**src/chan_acc_defines.svh**
```systemverilog
`ifndef CHAN_ACC_DEFINES_SVH
`define CHAN_ACC_DEFINES_SVH

//////////////////////////////////////////////////////////////////////
// Data and image geometry
//////////////////////////////////////////////////////////////////////

// Pixel and partial-sum width
`define CA_DATA_WIDTH 16

// Pixels per row and per plane
`define CA_IMAGE_WIDTH 4
`define CA_IMAGE_SIZE 16

// Input channels summed into one output plane
`define CA_CHANNEL_NUM 3

// Idle cycles after each burst so the adder pipeline drains
`define CA_PLANE_GAP (`CA_IMAGE_WIDTH + 1)

//////////////////////////////////////////////////////////////////////
// Derived widths
//////////////////////////////////////////////////////////////////////

`define CA_ADDR_WIDTH $clog2(`CA_IMAGE_SIZE)
`define CA_COUNT_WIDTH $clog2(`CA_IMAGE_SIZE + 1)
`define CA_CHAN_WIDTH $clog2(`CA_CHANNEL_NUM + 1)

`endif

```
**src/chan_acc_pkg.sv**
```systemverilog
`default_nettype none
`include "chan_acc_defines.svh"

package chan_acc_pkg;

  //////////////////////////////////////////////////////////////////////
  // Opcodes and states
  //////////////////////////////////////////////////////////////////////

  // Load starts a fresh sum, accumulate adds to the stored one
  typedef enum logic {
    OP_LOAD,
    OP_ACCUM
  } acc_op_e;

  // Plane sequencer FSM
  typedef enum logic [1:0] {
    SEQ_WAIT,
    SEQ_BURST,
    SEQ_GAP
  } seq_state_e;

  //////////////////////////////////////////////////////////////////////
  // Stage payloads
  //////////////////////////////////////////////////////////////////////

  // Decode to execute
  typedef struct packed {
    acc_op_e                   op;
    logic                      last;
    logic [`CA_ADDR_WIDTH-1:0] addr;
    logic [`CA_DATA_WIDTH-1:0] pxl;
  } acc_cmd_t;

  // Execute to result
  typedef struct packed {
    logic                      last;
    logic [`CA_ADDR_WIDTH-1:0] addr;
    logic [`CA_DATA_WIDTH-1:0] sum;
  } acc_res_t;

endpackage

`default_nettype wire

```
**src/pixel_fifo.sv**
```systemverilog
`timescale 1ns/1ns
`default_nettype none
`include "chan_acc_defines.svh"

module pixel_fifo (
  input  logic                       clk,
  input  logic                       reset,
  input  logic                       wr_en,
  input  logic [`CA_DATA_WIDTH-1:0]  din,
  input  logic                       rd_en,
  output logic [`CA_DATA_WIDTH-1:0]  dout,
  output logic [`CA_COUNT_WIDTH-1:0] fifo_count
);

  localparam int DEPTH = `CA_IMAGE_SIZE;

  logic [`CA_DATA_WIDTH-1:0] mem [DEPTH];
  logic [`CA_ADDR_WIDTH-1:0] wr_ptr;
  logic [`CA_ADDR_WIDTH-1:0] rd_ptr;
  logic                      full;
  logic                      empty;

  assign full  = (fifo_count == DEPTH);
  assign empty = (fifo_count == 0);

  // Storage with registered read port
  always_ff @(posedge clk) begin
    if (wr_en) begin
      mem[wr_ptr] <= din;
    end
    if (rd_en) begin
      dout <= mem[rd_ptr];
    end
  end

  // Pointers wrap at one plane
  always_ff @(posedge clk) begin
    if (reset) begin
      wr_ptr     <= '0;
      rd_ptr     <= '0;
      fifo_count <= '0;
    end else begin
      if (wr_en) begin
        wr_ptr <= (int'(wr_ptr) == DEPTH - 1) ? '0 : wr_ptr + 1'b1;
      end
      if (rd_en) begin
        rd_ptr <= (int'(rd_ptr) == DEPTH - 1) ? '0 : rd_ptr + 1'b1;
      end
      case ({wr_en, rd_en})
        2'b10:   fifo_count <= fifo_count + 1'b1;
        2'b01:   fifo_count <= fifo_count - 1'b1;
        default: fifo_count <= fifo_count;
      endcase
    end
  end

  // Writer may only top up a full buffer while it is being drained
  a_no_overflow: assert property (@(posedge clk) disable iff (reset)
    (wr_en && full) |-> rd_en)
    else $error("pixel_fifo: write into a full buffer");

  a_no_underflow: assert property (@(posedge clk) disable iff (reset)
    rd_en |-> !empty)
    else $error("pixel_fifo: read from an empty buffer");

endmodule

`default_nettype wire

```
**src/plane_sequencer.sv**
```systemverilog
`timescale 1ns/1ns
`default_nettype none
`include "chan_acc_defines.svh"

module plane_sequencer
  import chan_acc_pkg::*;
(
  input  logic                       clk,
  input  logic                       reset,
  input  logic [`CA_COUNT_WIDTH-1:0] fifo_count,
  input  logic [`CA_DATA_WIDTH-1:0]  fifo_dout,
  output logic                       rd_en,
  output logic [`CA_ADDR_WIDTH-1:0]  psum_rd_addr,
  output acc_cmd_t                   cmd,
  output logic                       cmd_valid
);

  localparam int GAP_WIDTH = $clog2(`CA_PLANE_GAP + 1);

  seq_state_e                state;
  logic [`CA_ADDR_WIDTH-1:0] pix_cnt;
  logic [GAP_WIDTH-1:0]      gap_cnt;
  logic [`CA_CHAN_WIDTH-1:0] chan_cnt;

  // Tag of the pixel being read, aligned with fifo_dout
  acc_op_e                   op_q;
  logic                      last_q;
  logic [`CA_ADDR_WIDTH-1:0] addr_q;

  ////////////////////////////////////////////////////////////////////
  // FSM and counters
  ////////////////////////////////////////////////////////////////////

  always_ff @(posedge clk) begin
    if (reset) begin
      state    <= SEQ_WAIT;
      rd_en    <= 1'b0;
      pix_cnt  <= '0;
      gap_cnt  <= '0;
      chan_cnt <= '0;
    end else begin
      case (state)
        SEQ_WAIT: begin
          if (fifo_count >= `CA_IMAGE_SIZE) begin
            state   <= SEQ_BURST;
            rd_en   <= 1'b1;
            pix_cnt <= '0;
          end
        end
        SEQ_BURST: begin
          if (int'(pix_cnt) == `CA_IMAGE_SIZE - 1) begin
            state   <= SEQ_GAP;
            rd_en   <= 1'b0;
            gap_cnt <= '0;
            // Next plane belongs to the next channel
            if (int'(chan_cnt) == `CA_CHANNEL_NUM - 1) begin
              chan_cnt <= '0;
            end else begin
              chan_cnt <= chan_cnt + 1'b1;
            end
          end else begin
            pix_cnt <= pix_cnt + 1'b1;
          end
        end
        SEQ_GAP: begin
          if (int'(gap_cnt) == `CA_PLANE_GAP - 1) begin
            state <= SEQ_WAIT;
          end else begin
            gap_cnt <= gap_cnt + 1'b1;
          end
        end
        default: begin
          state <= SEQ_WAIT;
          rd_en <= 1'b0;
        end
      endcase
    end
  end

  // Partial sum is fetched in the read cycle
  assign psum_rd_addr = pix_cnt;

  ////////////////////////////////////////////////////////////////////
  // Command tagging
  ////////////////////////////////////////////////////////////////////

  always_ff @(posedge clk) begin
    if (reset) begin
      cmd_valid <= 1'b0;
    end else begin
      cmd_valid <= rd_en;
    end
  end

  always_ff @(posedge clk) begin
    op_q   <= (chan_cnt == '0) ? OP_LOAD : OP_ACCUM;
    last_q <= (int'(chan_cnt) == `CA_CHANNEL_NUM - 1);
    addr_q <= pix_cnt;
  end

  assign cmd = '{op: op_q, last: last_q, addr: addr_q, pxl: fifo_dout};

  a_no_read_in_wait: assert property (@(posedge clk) disable iff (reset)
    rd_en |-> (state != SEQ_WAIT))
    else $error("plane_sequencer: rd_en high while waiting for a plane");

  // A burst is one whole plane with no holes
  a_full_burst: assert property (@(posedge clk) disable iff (reset)
    $rose(rd_en) |-> rd_en [*`CA_IMAGE_SIZE] ##1 !rd_en)
    else $error("plane_sequencer: burst length differs from plane size");

endmodule

`default_nettype wire

```
**src/psum_adder.sv**
```systemverilog
`timescale 1ns/1ns
`default_nettype none
`include "chan_acc_defines.svh"

module psum_adder
  import chan_acc_pkg::*;
(
  input  logic                      clk,
  input  logic                      reset,
  input  acc_cmd_t                  cmd,
  input  logic                      cmd_valid,
  input  logic [`CA_DATA_WIDTH-1:0] psum_rd_data,
  output acc_res_t                  res,
  output logic                      res_valid
);

  // Stage one holds both operands
  logic                      s1_valid;
  logic                      s1_last;
  logic [`CA_ADDR_WIDTH-1:0] s1_addr;
  logic [`CA_DATA_WIDTH-1:0] s1_a;
  logic [`CA_DATA_WIDTH-1:0] s1_b;

  ////////////////////////////////////////////////////////////////////
  // Valid pipeline
  ////////////////////////////////////////////////////////////////////

  always_ff @(posedge clk) begin
    if (reset) begin
      s1_valid  <= 1'b0;
      res_valid <= 1'b0;
    end else begin
      s1_valid  <= cmd_valid;
      res_valid <= s1_valid;
    end
  end

  // Stage one, first channel ignores the stored sum
  always_ff @(posedge clk) begin
    s1_last <= cmd.last;
    s1_addr <= cmd.addr;
    s1_a    <= cmd.pxl;
    s1_b    <= (cmd.op == OP_LOAD) ? '0 : psum_rd_data;
  end

  // Stage two, wraps modulo 2**DATA_WIDTH
  always_ff @(posedge clk) begin
    res.last <= s1_last;
    res.addr <= s1_addr;
    res.sum  <= s1_a + s1_b;
  end

endmodule

`default_nettype wire

```
**src/psum_store.sv**
```systemverilog
`timescale 1ns/1ns
`default_nettype none
`include "chan_acc_defines.svh"

module psum_store
  import chan_acc_pkg::*;
(
  input  logic                      clk,
  input  logic                      reset,
  input  logic [`CA_ADDR_WIDTH-1:0] psum_rd_addr,
  output logic [`CA_DATA_WIDTH-1:0] psum_rd_data,
  input  acc_res_t                  res,
  input  logic                      res_valid,
  output logic [`CA_DATA_WIDTH-1:0] pxl_out,
  output logic                      valid_out
);

  // One partial sum per pixel position
  logic [`CA_DATA_WIDTH-1:0] psum_mem [`CA_IMAGE_SIZE];

  ////////////////////////////////////////////////////////////////////
  // Partial-sum plane
  ////////////////////////////////////////////////////////////////////

  always_ff @(posedge clk) begin
    if (res_valid) begin
      psum_mem[res.addr] <= res.sum;
    end
  end

  // Registered read, lines up with cmd in the adder
  always_ff @(posedge clk) begin
    psum_rd_data <= psum_mem[psum_rd_addr];
  end

  ////////////////////////////////////////////////////////////////////
  // Final sums
  ////////////////////////////////////////////////////////////////////

  // Only last-channel results leave the block
  always_ff @(posedge clk) begin
    if (reset) begin
      valid_out <= 1'b0;
      pxl_out   <= '0;
    end else if (res_valid && res.last) begin
      valid_out <= 1'b1;
      pxl_out   <= res.sum;
    end else begin
      valid_out <= 1'b0;
      pxl_out   <= '0;
    end
  end

  a_out_follows_res: assert property (@(posedge clk) disable iff (reset)
    valid_out |-> $past(res_valid && res.last))
    else $error("psum_store: valid_out without a last-channel result");

endmodule

`default_nettype wire

```
**src/conv_channel_accumulator.sv**
```systemverilog
`timescale 1ns/1ns
`default_nettype none
`include "chan_acc_defines.svh"

module conv_channel_accumulator
  import chan_acc_pkg::*;
(
  input  logic                      clk,
  input  logic                      reset,
  input  logic                      valid_in,
  input  logic [`CA_DATA_WIDTH-1:0] pxl_in,
  output logic [`CA_DATA_WIDTH-1:0] pxl_out,
  output logic                      valid_out
);

  // Input buffer to decode
  logic [`CA_DATA_WIDTH-1:0]  fifo_dout;
  logic [`CA_COUNT_WIDTH-1:0] fifo_count;
  logic                       rd_en;

  // Decode to execute and store
  logic [`CA_ADDR_WIDTH-1:0]  psum_rd_addr;
  acc_cmd_t                   cmd;
  logic                       cmd_valid;

  // Execute to store and back
  logic [`CA_DATA_WIDTH-1:0]  psum_rd_data;
  acc_res_t                   res;
  logic                       res_valid;

  pixel_fifo u_pixel_fifo (
    .clk        (clk),
    .reset      (reset),
    .wr_en      (valid_in),
    .din        (pxl_in),
    .rd_en      (rd_en),
    .dout       (fifo_dout),
    .fifo_count (fifo_count)
  );

  plane_sequencer u_plane_sequencer (
    .clk          (clk),
    .reset        (reset),
    .fifo_count   (fifo_count),
    .fifo_dout    (fifo_dout),
    .rd_en        (rd_en),
    .psum_rd_addr (psum_rd_addr),
    .cmd          (cmd),
    .cmd_valid    (cmd_valid)
  );

  psum_adder u_psum_adder (
    .clk          (clk),
    .reset        (reset),
    .cmd          (cmd),
    .cmd_valid    (cmd_valid),
    .psum_rd_data (psum_rd_data),
    .res          (res),
    .res_valid    (res_valid)
  );

  psum_store u_psum_store (
    .clk          (clk),
    .reset        (reset),
    .psum_rd_addr (psum_rd_addr),
    .psum_rd_data (psum_rd_data),
    .res          (res),
    .res_valid    (res_valid),
    .pxl_out      (pxl_out),
    .valid_out    (valid_out)
  );

endmodule

`default_nettype wire

```
**config.mk**
```make
export PLATFORM = sky130hd
export DESIGN_NAME = conv_channel_accumulator
export DESIGN_NICKNAME = d
export VERILOG_FILES = /design/src/chan_acc_pkg.sv /design/src/pixel_fifo.sv /design/src/plane_sequencer.sv /design/src/psum_adder.sv /design/src/psum_store.sv /design/src/conv_channel_accumulator.sv
export VERILOG_INCLUDE_DIRS = /design/src
export SDC_FILE = /design/constraint.sdc
export NUM_CORES = 1
export LEC_CHECK = 0
export ABC_AREA = 1
export ABC_CLOCK_PERIOD_IN_PS = 4300
export BUFFER_PORTS_ARGS = -buffer_cell sky130_fd_sc_hd__buf_2
export CAP_MARGIN = 10
export CORE_MARGIN = 2
export CORE_UTILIZATION = 46
export DETAILED_ROUTE_END_ITERATION = 16
export SYNTH_ARGS = -nofsm -noshare
export SYNTH_HDL_FRONTEND = slang
export SYNTH_SLANG_ARGS = --single-unit
export TNS_END_PERCENT = 50
```
**constraint.sdc**
```tcl
create_clock -name clk -period 4.3 [get_ports clk]
set_input_delay 0.43 -clock clk [delete_from_list [all_inputs] [get_ports clk]]
set_output_delay 0.43 -clock clk [all_outputs]
set_load 0.03 [all_outputs]
```
==> run summary <==
Starting Density = 0.464
clock root cell = clkbuf_16
Post-CTS Setup Bufs = 0
DP Area = 26500 µm²
total clock sinks = 653
total CTS buffers = 70
count of pins over their slew limit = 0
first-pass GRT wire length = 90700 µm
WL final = 58900 µm
post-synthesis cell count = 2228
site row count = 86
CTS tree = done
Final Worst Setup Slack = 1.95 ns
CP arrival = 2.82 ns
status = completed
Synth cell types = 29
core area = 55000 µm²
Max Clock Skew = 0.0189 ns
# DRC = 0
Post-CTS Hold Fix Bufs = 0
DPL Wire Length = 32800 µm
setup_tns = 0 ns
Power Dens Cells = 537 nW/µm²
synthesized cell area = 25500 µm²
layout cell share with drive strength beyond 1 = 0.0873
slowest CP cell = dfxtp_4
DRT iter0 DRCs = 1527
CP Capture Type = flop
Via Count = 16104
Reg clk slew, reported paths = 0.06 ns
top post-synthesis cells by area = edfxtp_1, dfxtp_1, nor2_1
Total Power = 15.4 mW
area leader, netlist = edfxtp_1
die height = 239 µm
Avg Vias per Cell = 5.24
unrepaired setup endpoints after global routing = no
relative max-transition margin = 0.214
Final GP Congestion = 0.780
leakage = 10.5 nW
die width = 239 µm
Final Setup Violations = 0
worst-skew pair later-pin latency = 0.60 ns
antenna diode count = 0
HP Class = input port to flop
startpoint types = flop
Peak VDD IR = 0.534 mV
final hold vios = 0
wire per inst = 19.2 µm
post-route ant nets = 0
Slew @ Worst Pin = 1.18 ns
net count after synthesis = 2279
critical path type = flop to flop
f_max = 426 MHz
post-synth top area share = 0.622
drt first pass iters = 6
vias in the first global route = 15922
Worst Path Max Fanout = 126
period utilization = 0.546
CTS Buffer Depth = 3
DP Worst Slack = 1.96 ns
Worst EP required = 4.77 ns
antenna violations before repair = 0
Ports = 36
fin area = 28700 µm²
Die ar. = 57300 µm²
H-tree depth = 3
Synth Warn # = 0
worst hold slack = 0.138 ns
Syn-to-layout area delta = 12.4%
largest net degree at the start of global routing = 127
Nets = 2327
Avg Cell Area, Syn = 11.4 µm²
GRT Overall Usage = 0.209
Max-cap violations = 0
Tmin final = 2.35 ns
crit-path cells = clkinv_2 > buf_12 > nor2_1 > nor2_1 > o21ai_0 > nand3_1 > nand3_1 > nand2_1
# port buffers = 35
Seq/Total Area, Yosys = 0.720
Post-CTS Resized = 0
#FFs+latches synth = 653
Worst path max stage delay = 0.90 ns
gr ovfl total = 0
power by group:
part	switching [mW]	leakage, nW	internal (mW)	total [mW]
logic	1.41	3.64	0.659	2.07
clock network	2.34	1.04	3.34	5.67
registers	0.377	5.79	7.26	7.64
total	4.12	10.5	11.3	15.4
cells by family after synthesis:
family | synth area share
AND/OR/NAND/NOR | 0.148
flip-flops | 0.720
AO/OA/AOI/OAI | 0.0709
buffers and inverters | 0.0414
adder cells (fa/ha/maj) | 0.0163
XOR/XNOR | 0.00343
worst paths after layout:
path / startpoint / end / slack (ns) / cells past startpoint
worst max-delay path: u_plane_sequencer.psum_rd_addr[0] / u_psum_store.psum_rd_data[7] / 1.95 / 8
worst min-delay path: valid_in / u_pixel_fifo.wr_ptr[0] / 0.14 / 2
worst max register to register: u_plane_sequencer.psum_rd_addr[0] / u_psum_store.psum_rd_data[7] / 1.95 / 8
worst min register to register: u_psum_adder.s1_addr[2] / u_psum_adder.res[18] / 0.32 / 0
area by class of cell:
cell class / instances / area (µm²)
clock buffer: 104 / 2000
clock inverter: 17 / 145
fill: 4698 / 26300
inverter: 130 / 490
multi-input combinational: 1337 / 6150
sequential: 653 / 18400
tap: 748 / 936
timing repair buffer: 84 / 568
per-stage QoR:
| stage | instances | utilization |
|---|---|---|
| finish | 3073 | 0.521 |
| detailed placement | 2951 | 0.482 |
| CTS | 3072 | 0.521 |
| global placement | 2951 | 0.482 |
| global route | 3073 | 0.521 |
| floorplan | 2228 | - |
flip-flops by register name (all words and copies together) (netlist names), 3 cells and up:
register	cells
u_plane_sequencer.psum_rd_addr	4
u_psum_adder.res	21
u_psum_adder.s1_b	16
u_psum_store.pxl_out	16
u_pixel_fifo.fifo_count	5
u_plane_sequencer.addr_q	4
u_psum_store.psum_rd_data	16
u_plane_sequencer.gap_cnt	3
u_psum_adder.s1_addr	4
u_psum_adder.s1_a	16
u_pixel_fifo.dout	16
u_pixel_fifo.mem	256
u_pixel_fifo.wr_ptr	4
u_pixel_fifo.rd_ptr	4
u_psum_store.psum_mem	256
cells in the mapped netlist:
master	number
nand3_1	140
clkinv_1	4
ha_1	30
or2_2	2
nor2_1	547
buf_6	8
edfxtp_1	528
nand2_1	248
xnor2_1	4
o21ai_0	252
buf_4	20
nand3b_1	2
fa_1	2
o21a_1	2
dfxtp_1	125
buf_2	21
nand4_1	1
buf_1	7
xor2_1	6
nor3_1	11
nor2_2	1
a21oi_1	34
o21ai_1	20
clkbuf_2	1
clkbuf_1	51
o211ai_1	33
inv_2	4
a211oi_1	2
inv_1	122
critical path: cells and delay by family (launching register included):
family	cells	cell delay, ns
compound gates	1	0.11
flops	1	0.90
simple gates	5	0.53
buf+inv	2	0.54
layout by cell type, fill, tap and decap left out:
cell,synthesis,routed
nand3_1,140,140
inv_6,0,1
clkbuf_1,51,25
or2_2,2,2
o211ai_1,33,33
nor3_2,0,8
clkinvlp_4,0,3
clkbuf_16,0,73
inv_2,4,2
edfxtp_1,528,528
xnor2_1,4,4
buf_12,0,2
ha_1,30,30
o21ai_1,20,20
nand3b_1,2,2
fa_1,2,2
clkinv_1,4,8
buf_2,21,35
dfxtp_4,0,2
nor2_2,1,9
nor2_1,547,539
dfxtp_2,0,2
buf_4,20,47
inv_1,122,122
clkbuf_8,0,6
o21a_1,2,2
clkinv_2,0,8
nand4_1,1,1
nand2_1,248,248
clkinv_4,0,1
xor2_1,6,6
bufinv_16,0,2
dfxtp_1,125,121
a211oi_1,2,2
o21ai_0,252,252
a21oi_1,34,34
nor3_1,11,3
layer usage:
metal | track usage | up-vias | part of all wire
met2 | 0.354 | 438 | 0.48
met3 | 0.0346 | 127 | 0.056
met5 | 0 | - | 0
met4 | 0.0748 | 0 | 0.030
li1 | - | 7706 | -
met1 | 0.271 | 7833 | 0.43
Note: power is estimated with default switching activity, not from simulation.
